<file path="config.mk">
export PLATFORM = sky130hd
export DESIGN_NAME = direction_chooser
export DESIGN_NICKNAME = d
export VERILOG_FILES = /design/src/design/bpu_isa_pkg.sv /design/src/design/bpu_pred_pkg.sv /design/src/design/direction_chooser.sv
export SDC_FILE = /design/constraint.sdc
export NUM_CORES = 1
export LEC_CHECK = 0
export BUFFER_PORTS_ARGS = -buffer_cell sky130_fd_sc_hd__buf_2
export CORE_MARGIN = 2
export CORE_UTILIZATION = 21
export DETAILED_ROUTE_END_ITERATION = 8
export PLACE_DENSITY = 0.68
export SYNTH_ARGS = -nofsm -noshare
export SYNTH_HDL_FRONTEND = slang
export SYNTH_SLANG_ARGS = --single-unit
</file>
<file path="constraint.sdc">
create_clock -name clk -period 1 [get_ports clk]
set_input_delay 0.15 -clock clk [delete_from_list [all_inputs] [get_ports clk]]
set_output_delay 0.15 -clock clk [all_outputs]
set_load 0.02 [all_outputs]
</file>
<file path="src/design/bpu_isa_pkg.sv">
package bpu_isa_pkg;

    typedef logic [31:0] pc_t;
    typedef logic [31:0] inst_t;
    typedef logic [3:0]  opc_t;  // inst[31:28]

    // branch type from the pre-decoder
    typedef logic [1:0] btype_t;

    localparam btype_t BT_NONE     = 2'b00;
    localparam btype_t BT_JUMP     = 2'b01;  // direct, unconditional
    localparam btype_t BT_COND     = 2'b10;  // pc relative
    localparam btype_t BT_INDIRECT = 2'b11;  // unconditional too

    // opcodes that map to a branch type, everything else is no branch
    localparam opc_t OPC_JUMP     = 4'b1100;
    localparam opc_t OPC_COND     = 4'b1101;
    localparam opc_t OPC_INDIRECT = 4'b1110;

    localparam int OPC_MSB = 31;
    localparam int OPC_LSB = 28;

    // fetch group is two words
    localparam pc_t FETCH_BYTES = 32'd8;

endpackage

</file>
<file path="src/design/bpu_pred_pkg.sv">
package bpu_pred_pkg;

    // taken states have bit 0 clear
    typedef enum logic [1:0] {
        CTR_STRONG_TAKEN    = 2'b00,
        CTR_STRONG_NOTTAKEN = 2'b01,
        CTR_WEAK_TAKEN      = 2'b10,
        CTR_WEAK_NOTTAKEN   = 2'b11
    } ctr_e;

    typedef enum logic [1:0] {
        SEL_IDLE = 2'b00,  // static not taken
        SEL_EASY = 2'b01,
        SEL_HARD = 2'b10
    } sel_e;

    typedef logic [1:0] score_t;

    typedef struct packed {
        logic                strobe;
        bpu_isa_pkg::pc_t    pc;
        bpu_isa_pkg::btype_t btype;
    } lookup_s;

    typedef struct packed {
        logic             strobe;
        logic             taken;
        bpu_isa_pkg::pc_t pc;
    } pred_s;

    typedef struct packed {
        logic                strobe;
        bpu_isa_pkg::pc_t    pc;
        bpu_isa_pkg::btype_t btype;
        logic                taken;       // actual outcome
        bpu_isa_pkg::pc_t    target;      // actual target
        logic                pred_taken;
        bpu_isa_pkg::pc_t    pred_pc;
    } resolve_s;

    typedef struct packed {
        logic             strobe;
        bpu_isa_pkg::pc_t pc;
        logic             cond;     // conditional branch, trains the chooser
        logic             taken;
        logic             dir_hit;
        logic             wr;       // write target and set valid
        bpu_isa_pkg::pc_t target;
    } update_s;

endpackage

</file>
<file path="src/design/direction_chooser.sv">
`timescale 1ns/1ns

module direction_chooser (
    input  logic                  clk,
    input  logic                  rstn,
    input  bpu_pred_pkg::update_s update,
    output logic                  cond_taken
);

    bpu_pred_pkg::ctr_e   easy_st;
    bpu_pred_pkg::ctr_e   easy_nxt;
    bpu_pred_pkg::ctr_e   hard_st;
    bpu_pred_pkg::ctr_e   hard_nxt;
    bpu_pred_pkg::score_t score;
    bpu_pred_pkg::score_t score_nxt;
    bpu_pred_pkg::sel_e   sel;
    logic                 train;

    assign train = update.strobe && update.cond;

    // easy machine jumps across on every miss
    always_comb begin
        case (easy_st)
            bpu_pred_pkg::CTR_STRONG_TAKEN,
            bpu_pred_pkg::CTR_WEAK_TAKEN: begin
                easy_nxt = update.taken ? bpu_pred_pkg::CTR_STRONG_TAKEN
                                        : bpu_pred_pkg::CTR_WEAK_NOTTAKEN;
            end
            default: begin
                easy_nxt = !update.taken ? bpu_pred_pkg::CTR_STRONG_NOTTAKEN
                                         : bpu_pred_pkg::CTR_WEAK_TAKEN;
            end
        endcase
    end

    // hard machine, plain saturating counter
    always_comb begin
        case (hard_st)
            bpu_pred_pkg::CTR_STRONG_TAKEN: begin
                hard_nxt = update.taken ? bpu_pred_pkg::CTR_STRONG_TAKEN
                                        : bpu_pred_pkg::CTR_WEAK_TAKEN;
            end
            bpu_pred_pkg::CTR_WEAK_TAKEN: begin
                hard_nxt = update.taken ? bpu_pred_pkg::CTR_STRONG_TAKEN
                                        : bpu_pred_pkg::CTR_WEAK_NOTTAKEN;
            end
            bpu_pred_pkg::CTR_WEAK_NOTTAKEN: begin
                hard_nxt = update.taken ? bpu_pred_pkg::CTR_WEAK_TAKEN
                                        : bpu_pred_pkg::CTR_STRONG_NOTTAKEN;
            end
            default: begin
                hard_nxt = update.taken ? bpu_pred_pkg::CTR_WEAK_NOTTAKEN
                                        : bpu_pred_pkg::CTR_STRONG_NOTTAKEN;
            end
        endcase
    end

    always_comb begin
        case (score)
            2'b00:   score_nxt = update.dir_hit ? 2'b00 : 2'b01;
            2'b01:   score_nxt = update.dir_hit ? 2'b00 : 2'b10;
            2'b10:   score_nxt = update.dir_hit ? 2'b11 : 2'b01;
            default: score_nxt = update.dir_hit ? 2'b11 : 2'b10;
        endcase
    end

    always_ff @(posedge clk or negedge rstn) begin
        if (!rstn) begin
            easy_st <= bpu_pred_pkg::CTR_WEAK_TAKEN;
            hard_st <= bpu_pred_pkg::CTR_WEAK_TAKEN;
            score   <= '0;
            sel     <= bpu_pred_pkg::SEL_IDLE;
        end else if (train) begin
            easy_st <= easy_nxt;
            hard_st <= hard_nxt;
            score   <= score_nxt;
            sel     <= score_nxt[1] ? bpu_pred_pkg::SEL_EASY : bpu_pred_pkg::SEL_HARD;
        end
    end

    always_comb begin
        case (sel)
            bpu_pred_pkg::SEL_EASY: begin
                cond_taken = (easy_st == bpu_pred_pkg::CTR_STRONG_TAKEN) ||
                             (easy_st == bpu_pred_pkg::CTR_WEAK_TAKEN);
            end
            bpu_pred_pkg::SEL_HARD: begin
                cond_taken = (hard_st == bpu_pred_pkg::CTR_STRONG_TAKEN) ||
                             (hard_st == bpu_pred_pkg::CTR_WEAK_TAKEN);
            end
            default: cond_taken = 1'b0;  // idle, never taken
        endcase
    end

endmodule

</file>
==> Word level (Yosys, flattened, before mapping) <==
Cells that the tools add are included.
{ "word_totals": {"latchBits": 0, "output_inout_bits": 1, "regBits": 8, "inputBits": 71, "memories": 0, "elab_cells": 31, "ram_bits": 0, "mem_bits_ro": 0} }
{ "classes": {"bitwise_logic": 0, "mux": 13, "reduce_logical": 7, "magnitude_cmp": 0, "shift": 0, "n_div": 0, "n_eq_ne": 7, "addsub": 0, "mul": 0} }
{ "op_table": {"columns": ["op", "n"], "rows": [
  ["two-way mux 2 bit", 8],
  ["case mux 2 bit (3 select lines)", 2],
  ["== test 2 bit, second input constant", 5],
  ["zero test 2 bit", 3],
  ["== test 2 x 1 -> 1 bit, second input constant", 2],
  ["logical OR 1 bit", 2],
  ["two-way mux 1 bit", 2],
  ["case mux 1 bit (2 select lines)", 1],
  ["OR reduction 2 bit", 1],
  ["logical AND 1 bit", 1]
]} }

==> Logic depth before layout (Yosys ltp) <==
{ "logic_depth": {"word_depth": 3, "depth_mapped": 4, "depth_no_buf": 4} }

==> Least setup slack after synthesis <==
No wires, ideal clock.
{ "synth_timing": {"path_type": "reg2out", "startpoint": "register sel[0]", "endpoint": "output port cond_taken", "stages_incl_launch_ff": 4, "n_path_buf": 0, "arrival_time_ns": 1.030, "slack_ns": -0.180, "cell_sequence": "dfrtp_1 > inv_1 > ha_1 > a21oi_1"} }
{ "synth_via": {"elab_chain_len": 2, "elab_cells_between_ends": 3, "classes_between": "eq/ne: 2; mux: 1"} }
{ "synth_rtl": {"columns": ["item", "line_no", "source"], "rows": [
  ["from (decl)", "direction_chooser.sv:16", "bpu_pred_pkg::sel_e sel;"],
  ["from (signal assigned)", "direction_chooser.sv:72", "sel <= bpu_pred_pkg::SEL_IDLE;"],
  ["from (signal assigned)", "direction_chooser.sv:77", "sel <= score_nxt[1] ? bpu_pred_pkg::SEL_EASY : bpu_pred_pkg::SEL_HARD;"],
  ["== test 2 bit / == test 2 x 1 -> 1 bit (equally long branches)", "direction_chooser.sv:82", "case (sel)"],
  ["case mux 1 bit (2 select lines) *", "direction_chooser.sv:82", null],
  ["to (decl)", "direction_chooser.sv:7", "output logic cond_taken"]
]} }
Mark *: on every way between the ends. The rest lies on a longest branch, timed or not.

==> Worst setup path after layout <==
{ "layout_timing": {"startpoint": "register sel[1]", "endpoint": "output port cond_taken"} }
The elaborated chain is that of the path after synthesis.

==> results.tsv <==
metric	value	unit
status	complete, but fails checks	
violations	negative setup slack	
yosysSeqAreaShare	41.6	%
fin_nets	123	
slowest_stage	dfrtp_1	
hold_slack	163	ps
post-route-worst-setup-slack	-370	ps
crit_path_max_incr_delay	400	ps
drv_slew	0	
synth-seq-cells	6	
finClkSkew	10.0	ps
setup.worst_path.end_class	output pin	
hpwl	483	µm
setup_violations	3	
vias	289	
path_cells	buf_6 -> ha_4 -> a21oi_4 -> buf_6	
routed_wl	694	µm
postSynthAreaPerCell	11.7	µm²
cp_max_fo	2	
initial_core_util	21.8	%
required	850	ps
post-route-min-period	1370	ps
maxSlewHeadroom	90.7	%
clkPwrFrac	17.0	%
final.setup.tns	-428	ps
cp_top_family	flip-flops	
antenna_cells	0	
io_pins	72	
syn_to_final_growth	57.7	%
drt_iter0_drc	2	
fp.dieH	45.6	µm
cp_data_arrival_time	1220	ps
synthCells	31	
grt_max_degree	7	
cts_tree	done	
power.density	2550	mW/mm²
cts_sinks	6	
antenna_found_initial	0	
p_seq_share	30.1	%
ant_nets	0	
synth_cell_types	18	
p_int	0.983	mW
wire_per_inst	10.8	µm
portBuffers	6	
switching_power	0.479	mW
cp-start-kind	register	
grt_util_all_layers	8.48	%
fillCellCount	170	
grt_pass1_wl	1.17	mm
drv_cap	0	
yosys_warnings	0	
drive_gt1_share	63.8	%
place_inst	58	
gp_congestion	0.673	
cts_made_buffers	3	
insertion_delay	250	ps
layout.cells.non_filler	64	
viasPerCell	4.52	
first_pass_iters	2	
p_sw_share	32.8	%
leakage	0.270	nW
hold_class	in2reg	
rsz0062_at_grt	yes	
syn_area	364	µm²
total_power	1.46	mW
core	0.00167	mm²
final_cell_area	574	µm²
post-route-period-util	137	%
grt_pass1_vias	276	
path_class	reg2out	
die-area	0.00208	mm²
die_x	45.6	µm
drc	0	
syn_nets	106	
worst_path_most_repeated_cell	buf_6	
clk_pin_slew	60	ps
root_buffer	clkbuf_4	
p_comb_share	52.9	%
worstMarginPinSlew	136	ps
ir_worst_vdd	0.000849	V
pre_cts_slack	-166	ps
path_buf_inv	2	
postLayoutCoreUtil	34.4	%
placed_area	469	µm²
cts_max_level	1	
row_count	15	
hold_viol	0	
clock_path_buffers	2	
grt_remaining_overflow	0	
timing.fmax	730	MHz
==> routing by layer <==
layer / wire (µm) / GRT usage (%)
met5: 0 / 0
met4: 0 / 5.29
met3: 24 / 4.76
met2: 368 / 12.1
met1: 301 / 9.64
==> power by group through the flow <==
stage	registers (mW)	clock network [mW]	logic (mW)
finish	0.440	0.249	0.773
CTS	0.437	0.268	0.717
detailed placement	0.440	0	0.561
global placement	0.432	0	0.544
global route	0.455	0.283	0.846
floorplan	0.435	0	0.354
==> cells by family (layout without fill, tap and decap cells) <==
kind of cell	Yosys count	after routing	synth area share (%)
simple gates	7	7	14.4
flops	6	6	41.6
mux	5	5	15.8
fa+ha+maj	4	4	13.7
compound gates	4	4	7.90
buf+inv	4	20	4.12
xor+xnor	1	1	2.41
==> cells in the final DEF, fill, tap and decap left out <==
cell type / synthesis / routed
dfrtp_1: 5 / 5
buf_2: 0 / 5
ha_4: 0 / 3
clkbuf_4: 0 / 3
buf_6: 0 / 3
buf_4: 0 / 3
inv_2: 0 / 2
mux2_4: 1 / 2
mux2i_1: 2 / 2
inv_4: 0 / 1
inv_1: 4 / 1
nand2b_1: 2 / 1
nand2b_4: 0 / 1
a21oi_4: 0 / 1
a31oi_1: 1 / 1
a41oi_1: 1 / 1
nand2_2: 1 / 1
and4bb_2: 1 / 1
and4_4: 0 / 1
a211o_1: 1 / 1
nand3b_1: 1 / 1
mux2_2: 2 / 1
xnor2_1: 1 / 1
nor2_4: 0 / 1
ha_1: 4 / 1
clkbuf_1: 0 / 1
dfstp_2: 1 / 1
dlygate4sd3_1: 0 / 1
==> path summary, 6_finish.rpt <==
check / cells past startpoint / end / startpoint / slack (ps)
worst max-delay path: 4 / cond_taken / sel[1] / -370
worst min-delay path: 2 / register / update[34] / 160
worst max register to register: 3 / score[0] / sel[0] / -50
worst min register to register: 1 / score[0] / score[0] / 530
max in group asynchronous: 2 / hard_st[1] / rstn / 510
min in group asynchronous: 2 / easy_st[0] / rstn / 250
==> what timing repair did <==
| action | CTS | global route |
|---|---|---|
| pin swaps | 1 | 2 |
| hold endpoints to repair | 6 | 0 |
| resized for setup | 6 | 12 |
| hold buffers | 1 | 0 |
| buffers inserted | 2 | 1 |
| endpoints found under the setup margin | 3 | 5 |
==> Yosys cell counts, drive strengths merged <==
cell | instances | area share, %
a21oi | 1 | 1.4
and4 | 1 | 2.7
and4bb | 1 | 3.4
a211o | 1 | 2.4
a31oi | 1 | 1.7
nor2 | 1 | 1.0
nand2 | 1 | 1.7
mux2i | 2 | 5.5
nand2b | 2 | 3.4
dfrtp | 5 | 34
inv | 4 | 4.1
a41oi | 1 | 2.4
xnor2 | 1 | 2.4
nand3b | 1 | 2.1
mux2 | 3 | 10
dfstp | 1 | 7.2
ha | 4 | 14
==> worst register-to-register path: stages, from the launching register on <==
cell     delay (ps)
dfrtp_1         410
buf_6           130
and4_4          130
a211o_1         250
==> cell type report <==
type                            count  area (µm²)  area share (%)
Tap cell                           17        21.3            3.70
Clock buffer                        4        26.3            4.58
Sequential cell                     6         151            26.4
Inverter                            4        17.5            3.05
Timing Repair Buffer               12        91.3            15.9
Multi-Input combinational cell     21         267            46.4
No activity file was read; power rests on OpenSTA's default activity.
