--- src/design/bpu_isa_pkg.sv ---
package bpu_isa_pkg;

    typedef logic [31:0] pc_t;
    typedef logic [31:0] inst_t;
    typedef logic [3:0]  opc_t;  // inst[31:28]

    // branch type from the pre-decoder
    typedef logic [1:0] btype_t;

    localparam btype_t BT_NONE     = 2'b00;
    localparam btype_t BT_JUMP     = 2'b01;  // direct, unconditional
    localparam btype_t BT_COND     = 2'b10;  // pc relative
    localparam btype_t BT_INDIRECT = 2'b11;  // unconditional too

    // opcodes that map to a branch type, everything else is no branch
    localparam opc_t OPC_JUMP     = 4'b1100;
    localparam opc_t OPC_COND     = 4'b1101;
    localparam opc_t OPC_INDIRECT = 4'b1110;

    localparam int OPC_MSB = 31;
    localparam int OPC_LSB = 28;

    // fetch group is two words
    localparam pc_t FETCH_BYTES = 32'd8;

endpackage

--- src/design/bpu_pred_pkg.sv ---
package bpu_pred_pkg;

    // taken states have bit 0 clear
    typedef enum logic [1:0] {
        CTR_STRONG_TAKEN    = 2'b00,
        CTR_STRONG_NOTTAKEN = 2'b01,
        CTR_WEAK_TAKEN      = 2'b10,
        CTR_WEAK_NOTTAKEN   = 2'b11
    } ctr_e;

    typedef enum logic [1:0] {
        SEL_IDLE = 2'b00,  // static not taken
        SEL_EASY = 2'b01,
        SEL_HARD = 2'b10
    } sel_e;

    typedef logic [1:0] score_t;

    typedef struct packed {
        logic                strobe;
        bpu_isa_pkg::pc_t    pc;
        bpu_isa_pkg::btype_t btype;
    } lookup_s;

    typedef struct packed {
        logic             strobe;
        logic             taken;
        bpu_isa_pkg::pc_t pc;
    } pred_s;

    typedef struct packed {
        logic                strobe;
        bpu_isa_pkg::pc_t    pc;
        bpu_isa_pkg::btype_t btype;
        logic                taken;       // actual outcome
        bpu_isa_pkg::pc_t    target;      // actual target
        logic                pred_taken;
        bpu_isa_pkg::pc_t    pred_pc;
    } resolve_s;

    typedef struct packed {
        logic             strobe;
        bpu_isa_pkg::pc_t pc;
        logic             cond;     // conditional branch, trains the chooser
        logic             taken;
        logic             dir_hit;
        logic             wr;       // write target and set valid
        bpu_isa_pkg::pc_t target;
    } update_s;

endpackage

--- src/design/branch_resolver.sv ---
`timescale 1ns/1ns

module branch_resolver (
    input  logic                   clk,
    input  logic                   rstn,
    input  bpu_pred_pkg::resolve_s resolve,
    output bpu_pred_pkg::update_s  update,
    output logic                   redirect_valid,
    output bpu_isa_pkg::pc_t       redirect_pc
);

    logic             dir_fail;
    logic             tgt_fail;
    logic             is_cond;
    bpu_isa_pkg::pc_t fix_pc;

    assign dir_fail = resolve.pred_taken != resolve.taken;
    assign tgt_fail = resolve.taken && (resolve.pred_pc != resolve.target);
    assign is_cond  = resolve.btype == bpu_isa_pkg::BT_COND;

    // correct next pc for the fetch stage
    assign fix_pc = resolve.taken ? resolve.target
                                  : resolve.pc + bpu_isa_pkg::FETCH_BYTES;

    always_ff @(posedge clk or negedge rstn) begin
        if (!rstn) begin
            update <= '0;
        end else begin
            update.strobe  <= resolve.strobe;
            update.pc      <= resolve.pc;
            update.cond    <= is_cond;
            update.taken   <= resolve.taken;
            update.dir_hit <= !dir_fail;
            update.wr      <= resolve.taken && tgt_fail;
            update.target  <= resolve.target;
        end
    end

    always_ff @(posedge clk or negedge rstn) begin
        if (!rstn) begin
            redirect_valid <= 1'b0;
            redirect_pc    <= '0;
        end else begin
            redirect_valid <= resolve.strobe && (dir_fail || tgt_fail);
            redirect_pc    <= fix_pc;
        end
    end

endmodule

--- config.mk ---
export PLATFORM = sky130hd
export DESIGN_NAME = branch_resolver
export DESIGN_NICKNAME = d
export VERILOG_FILES = /design/src/design/bpu_isa_pkg.sv /design/src/design/bpu_pred_pkg.sv /design/src/design/branch_resolver.sv
export SDC_FILE = /design/constraint.sdc
export NUM_CORES = 1
export LEC_CHECK = 0
export ABC_AREA = 1
export BUFFER_PORTS_ARGS = -buffer_cell sky130_fd_sc_hd__buf_2
export CAP_MARGIN = 20
export CORE_UTILIZATION = 25
export DETAILED_ROUTE_END_ITERATION = 7
export PLACE_DENSITY_LB_ADDON = 0.08
export SLEW_MARGIN = 10
export SYNTH_ARGS = -nofsm -noshare
export SYNTH_HDL_FRONTEND = slang
export SYNTH_SLANG_ARGS = --single-unit
export TNS_END_PERCENT = 1
--- constraint.sdc ---
create_clock -name clk -period 0.8 [get_ports clk]
set_input_delay 0.08 -clock clk [delete_from_list [all_inputs] [get_ports clk]]
set_output_delay 0.08 -clock clk [all_outputs]
set_load 0.01 [all_outputs]
# After elaboration in Yosys (flattened, before gate mapping)
# Index checks and enable logic that the tools add are counted.
[totals] register_bits=102 input_bits=103 output_inout_bits=102 wordCells=19
[classes] n_addsub=1 n_eq_ne=3 mux=1 reduce_logical=5
[ops] operator="$add A32 B4 Y32 const B" n=1
[ops] operator="$mux W32" n=1
[ops] operator="$ne A32 B32 Y1" n=1
[ops] operator="$logic_and A1 B1 Y1" n=3
[ops] operator="$eq A2 B2 Y1 const B" n=1
[ops] operator="$logic_not A1 Y1" n=1
[ops] operator="$logic_or A1 B1 Y1" n=1
[ops] operator="$ne A1 B1 Y1" n=1

# Longest topological paths before layout
[logic_depth] depth_word=4 depth_mapped=11 ltp_nobuf=11

# Least setup slack after synthesis
# No wires, ideal clock.
[synth_path] path_type="input to register" start="in resolve[71] (netlist name)" end="reg redirect_pc[29]" setup_time_ps=117 arrival_ps=1031 required_time_ps=683 setup_slack_ps=-349 path_stages=10 path_buffers=0 cell_sequence="ha_1 -> nand3_1 -> inv_2 -> nand2_1 -> nor2_1 -> nand3_1 -> nor2_1 -> nand2_1 -> nand3_1 -> nand2_1"
[synth_via] elab_chain_len=2
[synth_rtl] item="start, declared" line_no="branch_resolver.sv:6" rtl="input bpu_pred_pkg::resolve_s resolve,"
[synth_rtl] item="$add A32 B4 Y32" line_no="branch_resolver.sv:23" rtl=": resolve.pc + bpu_isa_pkg::FETCH_BYTES;"
[synth_rtl] item="$mux W32" line_no="branch_resolver.sv:22" rtl="assign fix_pc = resolve.taken ? resolve.target"
[synth_rtl] item="net fix_pc[29]" line_no="branch_resolver.sv:15" rtl="bpu_isa_pkg::pc_t fix_pc;"
[synth_rtl] item="end signal, assigned" line_no="branch_resolver.sv:45" rtl="redirect_pc <= fix_pc;"
[synth_rtl] item="end, declared" line_no="branch_resolver.sv:9" rtl="output bpu_isa_pkg::pc_t redirect_pc"
# The timed path passes the listed nets, and every way through them passes these cells.

# Worst setup path after layout
[layout_path] start="reg redirect_pc[16]" end="out redirect_pc[16]"
# No word-level cell between the ends.

==> flow_results.xml <==
<?xml version="1.0" encoding="UTF-8"?>
<metrics>
  <group name="logic_synthesis">
    <metric name="synth_area" unit="sq mm">0.00408</metric>
    <metric name="synth_top_family_by_area" unit="">simple AND/OR/NAND/NOR gates</metric>
    <metric name="synth.distinct_cells" unit="">29</metric>
    <metric name="syn-mean-instance-area" unit="sq um">9.73</metric>
    <metric name="synthXorXnorAreaFrac" unit="%">8.16</metric>
    <metric name="yosys.area_share.simple" unit="%">19.9</metric>
    <metric name="synth-seq-cells" unit="">102</metric>
    <metric name="post_synth_fa_ha_maj_area_fraction" unit="%">0.307</metric>
    <metric name="synth.yosys.warnings" unit="">0</metric>
    <metric name="post_synth_mux_area_share" unit="%">0</metric>
    <metric name="syn_inst" unit="">419</metric>
    <metric name="mappedNetlistNets" unit="">523</metric>
    <metric name="synth-seq-area-share" unit="%">62.6</metric>
    <metric name="synth_compound_area_share" unit="%">4.60</metric>
  </group>
  <group name="min_path">
    <metric name="min_delay_endpoint" unit="">update[41]</metric>
    <metric name="hold-path-cell-count" unit="">2</metric>
    <metric name="hold_start" unit="">resolve[73]</metric>
    <metric name="min_path_type" unit="">input pin to flip-flop</metric>
  </group>
  <group name="routing">
    <metric name="drc" unit="">0</metric>
    <metric name="first_iter_violations" unit="">129</metric>
    <metric name="routed-via-count" unit="">4060</metric>
    <metric name="routedWlPerCell" unit="um">13.6</metric>
    <metric name="routed_wl" unit="um">13700</metric>
    <metric name="drt_pass1_iterations" unit="">4</metric>
    <metric name="vias_per_cell" unit="">4.02</metric>
    <metric name="detail-route-antenna-nets" unit="">0</metric>
  </group>
  <group name="sta">
    <metric name="setup_viol" unit="">113</metric>
    <metric name="report.final.hold_viol_count" unit="">0</metric>
    <metric name="rsz0062_at_grt" unit="">true</metric>
    <metric name="max_freq" unit="GHz">1.03</metric>
    <metric name="period_minus_slack" unit="ns">0.975</metric>
    <metric name="fin_crit_sh" unit="%">122</metric>
    <metric name="final-max-slew-violation-count" unit="">0</metric>
    <metric name="tightest_slew" unit="ns">0.278</metric>
    <metric name="postLayoutSetupSlackWorst" unit="ns">-0.175</metric>
    <metric name="timing.slew.headroom" unit="%">81.4</metric>
  </group>
  <group name="worst_setup_path">
    <metric name="cpMaxStageDelayCell" unit="">dfrtp_1</metric>
    <metric name="worstSetupPathType" unit="">flip-flop to output pin</metric>
    <metric name="critPathCaptureType" unit="">output pin</metric>
    <metric name="worstSetupPathDepth" unit="">1</metric>
    <metric name="cp_num_buf_inv" unit="">1</metric>
    <metric name="required" unit="ns">0.72</metric>
    <metric name="path_max_fanout" unit="">1</metric>
    <metric name="cp_slowest_stage_delay" unit="ns">0.40</metric>
    <metric name="critical-path-top-delay-family" unit="">flip-flops</metric>
    <metric name="worstPathCellList" unit="">buf_2</metric>
    <metric name="worst_setup_path_start_kind" unit="">flip-flop</metric>
    <metric name="timing.critical_path.arrival" unit="ns">0.89</metric>
  </group>
  <group name="pwr">
    <metric name="p_per_area" unit="mW/mm^2">1640</metric>
    <metric name="power_leakage" unit="nW">3.83</metric>
    <metric name="vdd.ir_drop.worst" unit="uV">899</metric>
  </group>
  <group name="floorplanning">
    <metric name="chipHeight" unit="um">130</metric>
    <metric name="top_level_pins" unit="">205</metric>
    <metric name="die_area" unit="sq mm">0.0168</metric>
    <metric name="chipWidth" unit="um">130</metric>
    <metric name="initial_utilization" unit="%">25.7</metric>
    <metric name="core-area" unit="sq mm">0.0159</metric>
    <metric name="std_cell_rows" unit="">46</metric>
  </group>
  <group name="place">
    <metric name="port_buffers" unit="">204</metric>
    <metric name="finalWeightedCongestion" unit="">0.736</metric>
    <metric name="dp.final_hpwl" unit="um">10500</metric>
    <metric name="numPlacedInstances" unit="">927</metric>
    <metric name="placement.cell_area" unit="sq mm">0.00616</metric>
  </group>
  <group name="outcome">
    <metric name="failed_checks" unit="">negative setup slack</metric>
    <metric name="outcome" unit="">finished, violations left</metric>
  </group>
  <group name="clock_tree">
    <metric name="ctsLongestPathBuffers" unit="">2</metric>
    <metric name="cts.root.buffer_cell" unit="">clkbuf_16</metric>
    <metric name="clock_tree_from_tritoncts" unit="">built</metric>
    <metric name="path_clk_slew" unit="ns">0.07</metric>
    <metric name="cts_h_tree_depth" unit="">3</metric>
    <metric name="tritoncts.num_buffers" unit="">9</metric>
    <metric name="cts.sink_count" unit="">102</metric>
  </group>
  <group name="global_route">
    <metric name="grt-ovfl-total" unit="">0</metric>
    <metric name="grt_max_degree" unit="">31</metric>
    <metric name="grt_first_pass_wirelength" unit="um">21000</metric>
    <metric name="grtUsageTotal" unit="%">16.8</metric>
    <metric name="grt_antenna_before_repair" unit="">0</metric>
    <metric name="vias_in_the_first_global_route" unit="">4171</metric>
  </group>
  <group name="run">
    <metric name="max_cap_violations" unit="">0</metric>
  </group>
  <group name="final_layout">
    <metric name="num_antenna_cells" unit="">0</metric>
    <metric name="non_filler_instance_count_after_layout" unit="">1010</metric>
    <metric name="drive_gt1_share" unit="%">45.8</metric>
    <metric name="nNetsFinal" unit="">893</metric>
    <metric name="area.growth.synth_to_final" unit="%">81.7</metric>
    <metric name="postLayoutCellArea" unit="sq mm">0.00741</metric>
  </group>
</metrics>
cells by family after synthesis:
kind of cell	Yosys count
AND/OR/NAND/NOR	196
XOR/XNOR	38
flip-flops	102
adder cells (fa/ha/maj)	1
AO/OA/AOI/OAI	34
buffers and inverters	48
power breakdown:
| part | internal [mW] | total, mW | switching [mW] | leakage [nW] |
|---|---|---|---|---|
| Clock | 2.28 | 4.27 | 1.99 | 0.146 |
| Combinational | 1.25 | 2.35 | 1.10 | 2.49 |
| Sequential | 5.46 | 5.56 | 0.0960 | 1.20 |
worst max-delay path by stage:
stage / endpoint / from
2_1_floorplan: redirect_pc[30] / resolve[77]
3_3_place_gp: redirect_pc[19] / resolve[78]
3_5_place_dp: redirect_pc[19] / resolve[71]
4_1_cts: redirect_pc[16] / redirect_pc[16]
5_1_grt: redirect_pc[17] / resolve[72]
6_report: redirect_pc[16] / redirect_pc[16]
cell usage after synthesis:
| cell | instances | area [sq um] |
|---|---|---|
| a21oi_1 | 7 | 35.0 |
| a22oi_1 | 1 | 7.51 |
| a31oi_1 | 2 | 12.5 |
| and2_1 | 1 | 6.26 |
| buf_2 | 1 | 5.00 |
| clkbuf_1 | 6 | 22.5 |
| dfrtp_1 | 102 | 2550 |
| ha_1 | 1 | 12.5 |
| inv_1 | 36 | 135 |
| inv_2 | 5 | 18.8 |
| nand2_1 | 133 | 499 |
| nand2_2 | 3 | 18.8 |
| nand2_4 | 1 | 11.3 |
| nand3_1 | 7 | 35.0 |
| nand3_2 | 1 | 10.0 |
| nand4_1 | 5 | 31.3 |
| nor2_1 | 35 | 131 |
| nor2_2 | 1 | 6.26 |
| nor2_4 | 1 | 11.3 |
| nor3_1 | 7 | 35.0 |
| nor3_4 | 1 | 16.3 |
| o21ai_0 | 16 | 80.1 |
| o21ai_1 | 3 | 15.0 |
| o21bai_1 | 2 | 15.0 |
| o22a_1 | 1 | 8.76 |
| o22ai_1 | 1 | 6.26 |
| o31ai_1 | 1 | 7.51 |
| xnor2_1 | 25 | 219 |
| xor2_1 | 13 | 114 |
flip-flops by register name, summed over array words and instances, names as in the netlist:
signal and count:
update 69, redirect_pc 32, redirect_valid 1
what timing repair did:
action | 4_1_cts | 5_1_grt
gates resized for setup | 36 | 43
endpoints found under the hold margin | 170 | 1
hold buffers | 65 | 1
buffers inserted | 0 | 1
pin swaps | 5 | 6
setup endpoints to repair | 123 | 127
metal layers:
layer  part of all wire, %  track usage (%)  wire length, um
met1                    46             22.0             6350
met2                    47             27.5             6450
met3                   5.1             3.03              697
met4                   1.4             6.36              197
met5                     0                0                0
cell usage in the layout, fill, tap and decap left out, drive strengths merged, types with 5 or more instances in the layout:
| cell | n |
|---|---|
| dlymetal6s4s | 5 |
| nor2 | 37 |
| xor2 | 13 |
| a21oi | 7 |
| nand4 | 5 |
| nor3 | 8 |
| nand3 | 8 |
| dlygate4sd3 | 61 |
| dfrtp | 102 |
| buf | 299 |
| o21ai | 19 |
| clkbuf | 12 |
| xnor2 | 25 |
| nand2 | 137 |
| inv | 42 |
per-stage QoR:
stage | power [mW] | worst slack, ns | setup TNS (ns) | utilization (%) | hold WS (ns)
3_3_place_gp | 7.61 | -0.640 | -11.33 | 38.8 | -0.0175
2_1_floorplan | 6.29 | -0.244 | -3.51 | - | -0.216
5_1_grt | 12.7 | -0.228 | -18.09 | 46.7 | 0.0264
3_5_place_dp | 7.63 | -0.643 | -11.81 | 38.8 | -0.0120
6_report | 12.2 | -0.175 | -13.80 | 46.7 | 0.0198
4_1_cts | 12.3 | -0.210 | -15.78 | 45.5 | 0.00100
layout make-up:
cell class | count | area (sq um)
clock buffer | 11 | 253
clock inverter | 5 | 32.5
fill | 1598 | 8470
inverter | 41 | 159
multi-input combinational | 269 | 1490
sequential | 102 | 2550
tap | 216 | 270
timing repair buffer | 366 | 2660
(Power assumes the default switching activity.)
